## config.mk

```make
export PLATFORM = sky130hd
export DESIGN_NAME = video_board
export DESIGN_NICKNAME = d
export VERILOG_FILES = /design/src/video_board_pkg.sv /design/src/video_settings.sv /design/src/video_capture.sv /design/src/video_bw_filter.sv /design/src/video_scanline_out.sv /design/src/video_board.sv
export SDC_FILE = /design/constraint.sdc
export NUM_CORES = 1
export LEC_CHECK = 0
export BUFFER_PORTS_ARGS = -buffer_cell sky130_fd_sc_hd__buf_2
export CAP_MARGIN = 15
export CORE_MARGIN = 2
export CORE_UTILIZATION = 54
export CTS_CLUSTER_DIAMETER = 100
export CTS_CLUSTER_SIZE = 14
export DETAILED_ROUTE_END_ITERATION = 6
export GPL_TIMING_DRIVEN = 0
export HOLD_SLACK_MARGIN = 0.12
export PLACE_DENSITY = 0.8
export SLEW_MARGIN = 25
export SYNTH_ARGS = -nofsm -noshare
export SYNTH_HDL_FRONTEND = slang
export SYNTH_SLANG_ARGS = --single-unit
```

## constraint.sdc

```tcl
create_clock -name clk_sys -period 2.3 [get_ports clk_sys]
set_input_delay 0.115 -clock clk_sys [delete_from_list [all_inputs] [get_ports clk_sys]]
set_output_delay 0.115 -clock clk_sys [all_outputs]
set_load 0.005 [all_outputs]
```

## src/video_board_pkg.sv

```systemverilog
package video_board_pkg;

    // Game side colour width per channel
    localparam int COLORW  = 4;
    // One extra bit after the bandwidth filter
    localparam int CLROUTW = COLORW + 1;
    // Display side colour width
    localparam int OUTW    = 8;

    // OSD status word fields
    localparam int STATUS_BW_BIT = 5;
    localparam int STATUS_SL_LSB = 3;

    typedef enum logic [1:0] {
        SL_NONE    = 2'd0,
        SL_HALF    = 2'd1,
        SL_QUARTER = 2'd2,
        SL_BLACK   = 2'd3
    } sl_mode_e;

    typedef struct packed {
        logic     bw_en;
        sl_mode_e sl_mode;
    } settings_t;

    // Pixel as delivered by the game core
    typedef struct packed {
        logic [COLORW-1:0] r;
        logic [COLORW-1:0] g;
        logic [COLORW-1:0] b;
        logic              lhbl;
        logic              lvbl;
        logic              hs;
        logic              vs;
    } pixel_t;

    // Same pixel after the bandwidth filter
    typedef struct packed {
        logic [CLROUTW-1:0] r;
        logic [CLROUTW-1:0] g;
        logic [CLROUTW-1:0] b;
        logic               lhbl;
        logic               lvbl;
        logic               hs;
        logic               vs;
    } wide_pixel_t;

endpackage

```

## src/video_settings.sv

```systemverilog
module video_settings (
    input  logic                       clk_sys,
    input  logic                       rst,
    input  logic                       vs,
    input  logic [63:0]                status,
    output video_board_pkg::settings_t settings
);

    logic vs_l;
    logic vs_rise;

    assign vs_rise = vs & ~vs_l;

    always_ff @(posedge clk_sys) begin
        if (rst) begin
            vs_l <= 1'b0;
        end else begin
            vs_l <= vs;
        end
    end

    // Settings only move at a frame start, so no frame is shown half old, half new
    always_ff @(posedge clk_sys) begin
        if (rst) begin
            settings.bw_en   <= 1'b0;
            settings.sl_mode <= video_board_pkg::SL_NONE;
        end else if (vs_rise) begin
            settings.bw_en   <= status[video_board_pkg::STATUS_BW_BIT];
            settings.sl_mode <= video_board_pkg::sl_mode_e'(
                status[video_board_pkg::STATUS_SL_LSB +: 2]);
        end
    end

endmodule

```

## src/video_capture.sv

```systemverilog
module video_capture (
    input  logic                                  clk_sys,
    input  logic                                  rst,
    input  logic                                  pxl_cen,
    input  logic [video_board_pkg::COLORW-1:0]    game_r,
    input  logic [video_board_pkg::COLORW-1:0]    game_g,
    input  logic [video_board_pkg::COLORW-1:0]    game_b,
    input  logic                                  lhbl,
    input  logic                                  lvbl,
    input  logic                                  hs,
    input  logic                                  vs,
    output video_board_pkg::pixel_t               pix,
    output logic                                  pix_valid
);

    // Pixel data is only sampled on the pixel clock enable
    always_ff @(posedge clk_sys) begin
        if (pxl_cen) begin
            pix.r    <= game_r;
            pix.g    <= game_g;
            pix.b    <= game_b;
            pix.lhbl <= lhbl;
            pix.lvbl <= lvbl;
            pix.hs   <= hs;
            pix.vs   <= vs;
        end
    end

    always_ff @(posedge clk_sys) begin
        if (rst) begin
            pix_valid <= 1'b0;
        end else begin
            pix_valid <= pxl_cen;
        end
    end

endmodule

```

## src/video_bw_filter.sv

```systemverilog
module video_bw_filter (
    input  logic                           clk_sys,
    input  logic                           rst,
    input  video_board_pkg::settings_t     settings,
    input  video_board_pkg::pixel_t        pix,
    input  logic                           pix_valid,
    output video_board_pkg::wide_pixel_t   wpix,
    output logic                           wpix_valid
);

    logic [video_board_pkg::COLORW-1:0] prev_r;
    logic [video_board_pkg::COLORW-1:0] prev_g;
    logic [video_board_pkg::COLORW-1:0] prev_b;

    // Two-tap sum acts as a slow analog wire, plain doubling otherwise
    function automatic logic [video_board_pkg::CLROUTW-1:0] filt_chan(
        input logic [video_board_pkg::COLORW-1:0] cur,
        input logic [video_board_pkg::COLORW-1:0] prev,
        input logic                               en
    );
        if (en) begin
            filt_chan = {1'b0, cur} + {1'b0, prev};
        end else begin
            filt_chan = {cur, 1'b0};
        end
    endfunction

    // Previous active pixel, blanking restarts the line at black
    always_ff @(posedge clk_sys) begin
        if (rst) begin
            prev_r <= '0;
            prev_g <= '0;
            prev_b <= '0;
        end else if (pix_valid) begin
            prev_r <= pix.lhbl ? pix.r : '0;
            prev_g <= pix.lhbl ? pix.g : '0;
            prev_b <= pix.lhbl ? pix.b : '0;
        end
    end

    always_ff @(posedge clk_sys) begin
        if (pix_valid) begin
            wpix.r    <= filt_chan(pix.r, prev_r, settings.bw_en);
            wpix.g    <= filt_chan(pix.g, prev_g, settings.bw_en);
            wpix.b    <= filt_chan(pix.b, prev_b, settings.bw_en);
            wpix.lhbl <= pix.lhbl;
            wpix.lvbl <= pix.lvbl;
            wpix.hs   <= pix.hs;
            wpix.vs   <= pix.vs;
        end
    end

    always_ff @(posedge clk_sys) begin
        if (rst) begin
            wpix_valid <= 1'b0;
        end else begin
            wpix_valid <= pix_valid;
        end
    end

endmodule

```

## src/video_scanline_out.sv

```systemverilog
module video_scanline_out (
    input  logic                                clk_sys,
    input  logic                                rst,
    input  video_board_pkg::settings_t          settings,
    input  video_board_pkg::wide_pixel_t        wpix,
    input  logic                                wpix_valid,
    output logic [video_board_pkg::OUTW-1:0]    scan2x_r,
    output logic [video_board_pkg::OUTW-1:0]    scan2x_g,
    output logic [video_board_pkg::OUTW-1:0]    scan2x_b,
    output logic                                scan2x_hs,
    output logic                                scan2x_vs,
    output logic                                scan2x_de,
    output logic                                scan2x_cen
);

    logic line_odd;
    logic hs_l;
    logic odd_nx;
    logic de;

    // Extend to 8 bits and apply the scanline rule on odd lines
    function automatic logic [video_board_pkg::OUTW-1:0] shade(
        input logic [video_board_pkg::CLROUTW-1:0] c,
        input video_board_pkg::sl_mode_e           mode,
        input logic                                odd
    );
        logic [video_board_pkg::OUTW-1:0] x;
        x = {c, c[video_board_pkg::CLROUTW-1 -:
                  (video_board_pkg::OUTW - video_board_pkg::CLROUTW)]};
        if (!odd) begin
            shade = x;
        end else begin
            case (mode)
                video_board_pkg::SL_HALF:    shade = x >> 1;
                video_board_pkg::SL_QUARTER: shade = x - (x >> 2);
                video_board_pkg::SL_BLACK:   shade = '0;
                default:                     shade = x;
            endcase
        end
    endfunction

    // The pixel that starts a line already counts on the new line
    always_comb begin
        if (wpix.vs) begin
            odd_nx = 1'b0;
        end else if (wpix.hs && !hs_l) begin
            odd_nx = ~line_odd;
        end else begin
            odd_nx = line_odd;
        end
    end

    assign de = wpix.lhbl & wpix.lvbl;

    always_ff @(posedge clk_sys) begin
        if (rst) begin
            line_odd <= 1'b0;
            hs_l     <= 1'b0;
        end else if (wpix_valid) begin
            line_odd <= odd_nx;
            hs_l     <= wpix.hs;
        end
    end

    always_ff @(posedge clk_sys) begin
        if (rst) begin
            scan2x_r   <= '0;
            scan2x_g   <= '0;
            scan2x_b   <= '0;
            scan2x_hs  <= 1'b0;
            scan2x_vs  <= 1'b0;
            scan2x_de  <= 1'b0;
            scan2x_cen <= 1'b0;
        end else begin
            scan2x_cen <= wpix_valid;
            if (wpix_valid) begin
                // Black out the blanking interval
                scan2x_r  <= de ? shade(wpix.r, settings.sl_mode, odd_nx) : '0;
                scan2x_g  <= de ? shade(wpix.g, settings.sl_mode, odd_nx) : '0;
                scan2x_b  <= de ? shade(wpix.b, settings.sl_mode, odd_nx) : '0;
                scan2x_hs <= wpix.hs;
                scan2x_vs <= wpix.vs;
                scan2x_de <= de;
            end
        end
    end

endmodule

```

## src/video_board.sv

```systemverilog
module video_board (
    input  logic                                clk_sys,
    input  logic                                rst,
    input  logic                                pxl_cen,
    input  logic [video_board_pkg::COLORW-1:0]  game_r,
    input  logic [video_board_pkg::COLORW-1:0]  game_g,
    input  logic [video_board_pkg::COLORW-1:0]  game_b,
    input  logic                                lhbl,
    input  logic                                lvbl,
    input  logic                                hs,
    input  logic                                vs,
    input  logic [63:0]                         status,
    output logic [video_board_pkg::OUTW-1:0]    scan2x_r,
    output logic [video_board_pkg::OUTW-1:0]    scan2x_g,
    output logic [video_board_pkg::OUTW-1:0]    scan2x_b,
    output logic                                scan2x_hs,
    output logic                                scan2x_vs,
    output logic                                scan2x_de,
    output logic                                scan2x_cen
);

    video_board_pkg::settings_t   settings;
    video_board_pkg::pixel_t      pix;
    logic                         pix_valid;
    video_board_pkg::wide_pixel_t wpix;
    logic                         wpix_valid;

    video_settings u_settings (
        .clk_sys  ( clk_sys  ),
        .rst      ( rst      ),
        .vs       ( vs       ),
        .status   ( status   ),
        .settings ( settings )
    );

    video_capture u_capture (
        .clk_sys   ( clk_sys   ),
        .rst       ( rst       ),
        .pxl_cen   ( pxl_cen   ),
        .game_r    ( game_r    ),
        .game_g    ( game_g    ),
        .game_b    ( game_b    ),
        .lhbl      ( lhbl      ),
        .lvbl      ( lvbl      ),
        .hs        ( hs        ),
        .vs        ( vs        ),
        .pix       ( pix       ),
        .pix_valid ( pix_valid )
    );

    // Game video goes straight into the filter
    video_bw_filter u_bw_filter (
        .clk_sys    ( clk_sys    ),
        .rst        ( rst        ),
        .settings   ( settings   ),
        .pix        ( pix        ),
        .pix_valid  ( pix_valid  ),
        .wpix       ( wpix       ),
        .wpix_valid ( wpix_valid )
    );

    video_scanline_out u_scanline_out (
        .clk_sys    ( clk_sys    ),
        .rst        ( rst        ),
        .settings   ( settings   ),
        .wpix       ( wpix       ),
        .wpix_valid ( wpix_valid ),
        .scan2x_r   ( scan2x_r   ),
        .scan2x_g   ( scan2x_g   ),
        .scan2x_b   ( scan2x_b   ),
        .scan2x_hs  ( scan2x_hs  ),
        .scan2x_vs  ( scan2x_vs  ),
        .scan2x_de  ( scan2x_de  ),
        .scan2x_cen ( scan2x_cen )
    );

endmodule

```

==> results.tsv <==
stage	metric	value	unit
die	area of the die	9259	um^2
grt	antenna violations before repair	0	
clock_network	H-tree Lvls	3	
sta	Setup WS post-layout	0.1206	ns
logic_synthesis	YS warnings	0	
die	Cell Rows	33	
critical_path	type of the worst setup path	reg -> reg	
grt	pin count of the biggest net entering global routing	28	
die	CORE AREA	8217	um^2
place	GPL Wtd Cong	0.9396	
logic_synthesis	Synth top area share	22.88	%
clock_network	CTS Buf Count	9	
pwr	Peak VDD IR	0.5428	mV
place	dpl cells	639	
cells_and_area	area grow syn2layout	18.22	%
grt	GRT Residual Overflow	0	
sta	Final Hold Viols	0	
route	drt via density	5.788	
place	DPL Wire Length	7.988	mm
cells_and_area	fin nets	687	
logic_synthesis	register area share after synthesis	43.37	%
logic_synthesis	distinct cell type count after synthesis	52	
route	via count	3924	
logic_synthesis	post-synth top area cell	edfxtp_1	
critical_path	Startpoint Class	flip-flop	
grt	total track usage	25.93	%
logic_synthesis	top post-synthesis cells by area	edfxtp_1, dfxtp_1, ha_1	
sta	Clock Skews	0.01145	ns
die	initial core utilization	55.90	%
route	TritonRoute pass-1 iters	5	
sta	Least-Margin Pin Slew	0.6788	ns
cells_and_area	antenna cell count	0	
route	Routed WL	11.38	mm
logic_synthesis	Seq cells post-synth	82	
clock_network	CTS root buffer	clkbuf_8	
route	Antenna Nets Post-Route	0	
clock_network	CTS tree	done	
grt	vias in the first global route	3947	
sta	Slew headroom	54.74	%
sta	Final min period	2.179	ns
sta	Slew Limit Fails	0	
sta	final worst-path cycle share	94.76	%
sta	f_max	458.8	MHz
clock_network	Clock Tree Buf Depth	2	
die	# IOs	111	
clock_network	clock-pin slew on the worst setup and hold paths	0.09	ns
logic_synthesis	Synth Area per Inst	9.470	um^2
pwr	leak pwr	2.278	nW
route	starting DRC count in detailed routing	300	
logic_synthesis	synthesized cell area	4593	um^2
route	DRC errors left	0	
sta	setup violators final	0	
route	Routed WL per cell	16.78	um
hold_path	class of the worst hold path	in -> reg	
die	Die Y-Extent	96.23	um
critical_path	crit-path max FO	5	
cells_and_area	post-route insts no fill	678	
clock_network	clk sink count	82	
place	pre-CTS setup slack	0.02642	ns
critical_path	endpoint class of the critical path	flip-flop	
sta	hold_ws	0.1815	ns
logic_synthesis	Cells after Synth	485	
cells_and_area	final core occ	66.09	%
grt	first-pass GRT wire length	18.17	mm
outcome	status	complete, no violations	
place	PortBufs	49	
flow_run	Max Cap Viol	0	
critical_path	Req. time, crit path	2.55	ns
logic_synthesis	syn_nets	604	
critical_path	Worst Path Arrival	2.43	ns
cells_and_area	fraction of layout instances using a drive strength above 1	17.10	%
pwr	Cell Pwr Density	618.5	nW/um^2
clock_network	Clock Latency Late Sink	0.37	ns
cells_and_area	Filler Cell Count	665	
die	die width	96.23	um
flip-flops by register name (all words and copies together), names as in the netlist:
signal / cells
u_bw_filter.wpix: 19
u_capture.pix: 16
u_scanline_out.scan2x_b: 8
u_scanline_out.scan2x_g: 8
u_scanline_out.scan2x_r: 8
u_bw_filter.prev_b: 4
u_bw_filter.prev_g: 4
u_bw_filter.prev_r: 4
u_settings.settings: 3
u_bw_filter.wpix_valid: 1
u_capture.pix_valid: 1
u_scanline_out.hs_l: 1
u_scanline_out.line_odd: 1
u_scanline_out.scan2x_cen: 1
u_scanline_out.scan2x_de: 1
u_scanline_out.scan2x_vs: 1
u_settings.vs_l: 1
cell families after synthesis:
group / count (synthesis) / share of synthesized area (%)
mux: 15 / 3.459
compound gates: 140 / 19.42
simple gates: 140 / 14.76
fa+ha+maj: 36 / 10.79
flops: 82 / 43.37
xor+xnor: 14 / 2.669
buf+inv: 58 / 5.530
routing by layer:
| layer | global-route usage [%] | wire length [um] |
|---|---|---|
| met2 | 45.83 | 5547 |
| met1 | 30.50 | 4639 |
| met4 | 11.43 | 382 |
| met5 | 0 | 0 |
| met3 | 4.777 | 811 |
layout make-up:
type	instances	area (um^2)	area share, %
buffer	24	126.4	2.327
clock inverter	6	90.09	1.659
multi-input combinational	345	2366	43.57
tap	105	131.4	2.419
timing repair buffer	72	467.9	8.618
sequential	82	1993	36.71
clock buffer	10	127.6	2.350
inverter	34	127.6	2.350
stage by stage:
stage          cell area (um^2)  total power [mW]  TNS (ns)
3_3_place_gp               4970             2.153         0
3_5_place_dp               4970             2.173         0
4_1_cts                    5388             3.338         0
5_1_grt                    5430             3.497  -0.03223
2_1_floorplan              4593             2.024         0
6_report                   5430             3.359         0
cell usage after synthesis, drive strengths merged:
library cell,number
or2,4
buf,13
a211o,1
nand3,7
o2111ai,2
o31ai,11
a221oi,3
nand3b,2
mux2i,11
nor3,7
and3b,1
a22o,2
a221o,3
a211oi,6
o221ai,2
dfxtp,47
a311oi,3
o31a,3
xnor2,10
nor2,39
a222oi,1
o21a,2
o21ai,26
fa,6
nand2b,11
nand2,41
xor2,4
o21bai,2
nor2b,23
inv,34
clkbuf,11
and3,1
edfxtp,35
a21oi,57
a21o,10
mux2,4
o211ai,4
ha,30
o22ai,2
and2,4
final timing paths:
path	slack, ns	to	from	cells past startpoint
setup reg to reg	0.12	u_scanline_out.scan2x_b[4]	u_bw_filter.wpix[8]	8
hold reg to reg	0.43	u_bw_filter.wpix[0]	u_capture.pix[0]	0
hold / removal	0.18	u_capture.pix[7]	pxl_cen	1
setup / recovery	0.12	u_scanline_out.scan2x_b[4]	u_bw_filter.wpix[8]	8
worst max-delay path, cell delays in order (launching register included):
cell	delay, ns
edfxtp_1	0.47
ha_1	0.21
inv_1	0.05
fa_1	0.42
a21o_1	0.22
a211oi_2	0.27
o31ai_1	0.11
a222oi_1	0.24
nor3_1	0.07
timing repair:
action / 4_1_cts / 5_1_grt
endpoints found under the setup margin: 0 / 5
setup buffers: 0 / 3
hold endpoints to repair: 21 / 0
hold buffers: 20 / 0
gates resized for setup: 0 / 5
layout by cell type, fill, tap and decap left out, types with 3 or more instances in the layout:
master,Yosys,layout
nor2b_1,22,22
dfxtp_1,47,46
a21oi_1,56,56
buf_6,3,3
xor2_1,4,4
buf_2,8,57
o21ai_2,3,3
mux2i_1,11,11
and2_1,4,4
edfxtp_1,35,35
mux2_2,3,3
a221o_1,3,3
nor2_1,38,38
xnor2_1,10,10
a21o_1,10,10
clkbuf_1,11,12
nand3_1,7,7
o31a_1,3,3
o21ai_0,17,17
a311oi_1,3,3
nand2b_1,11,11
o211ai_1,4,4
nand2_1,41,41
ha_1,30,30
o31ai_1,11,11
or2_1,3,3
nor3_1,6,6
dlygate4sd3_1,0,20
o21ai_1,6,6
fa_1,6,5
clkbuf_8,0,9
buf_4,1,4
inv_1,34,33
a211oi_1,6,4
power breakdown:
part	internal (mW)	switching, mW
Clock	0.616	0.549
Sequential	1.59	0.0646
Combinational	0.235	0.303
Total	2.44	0.917
Note: power is estimated with default switching activity, not from simulation.
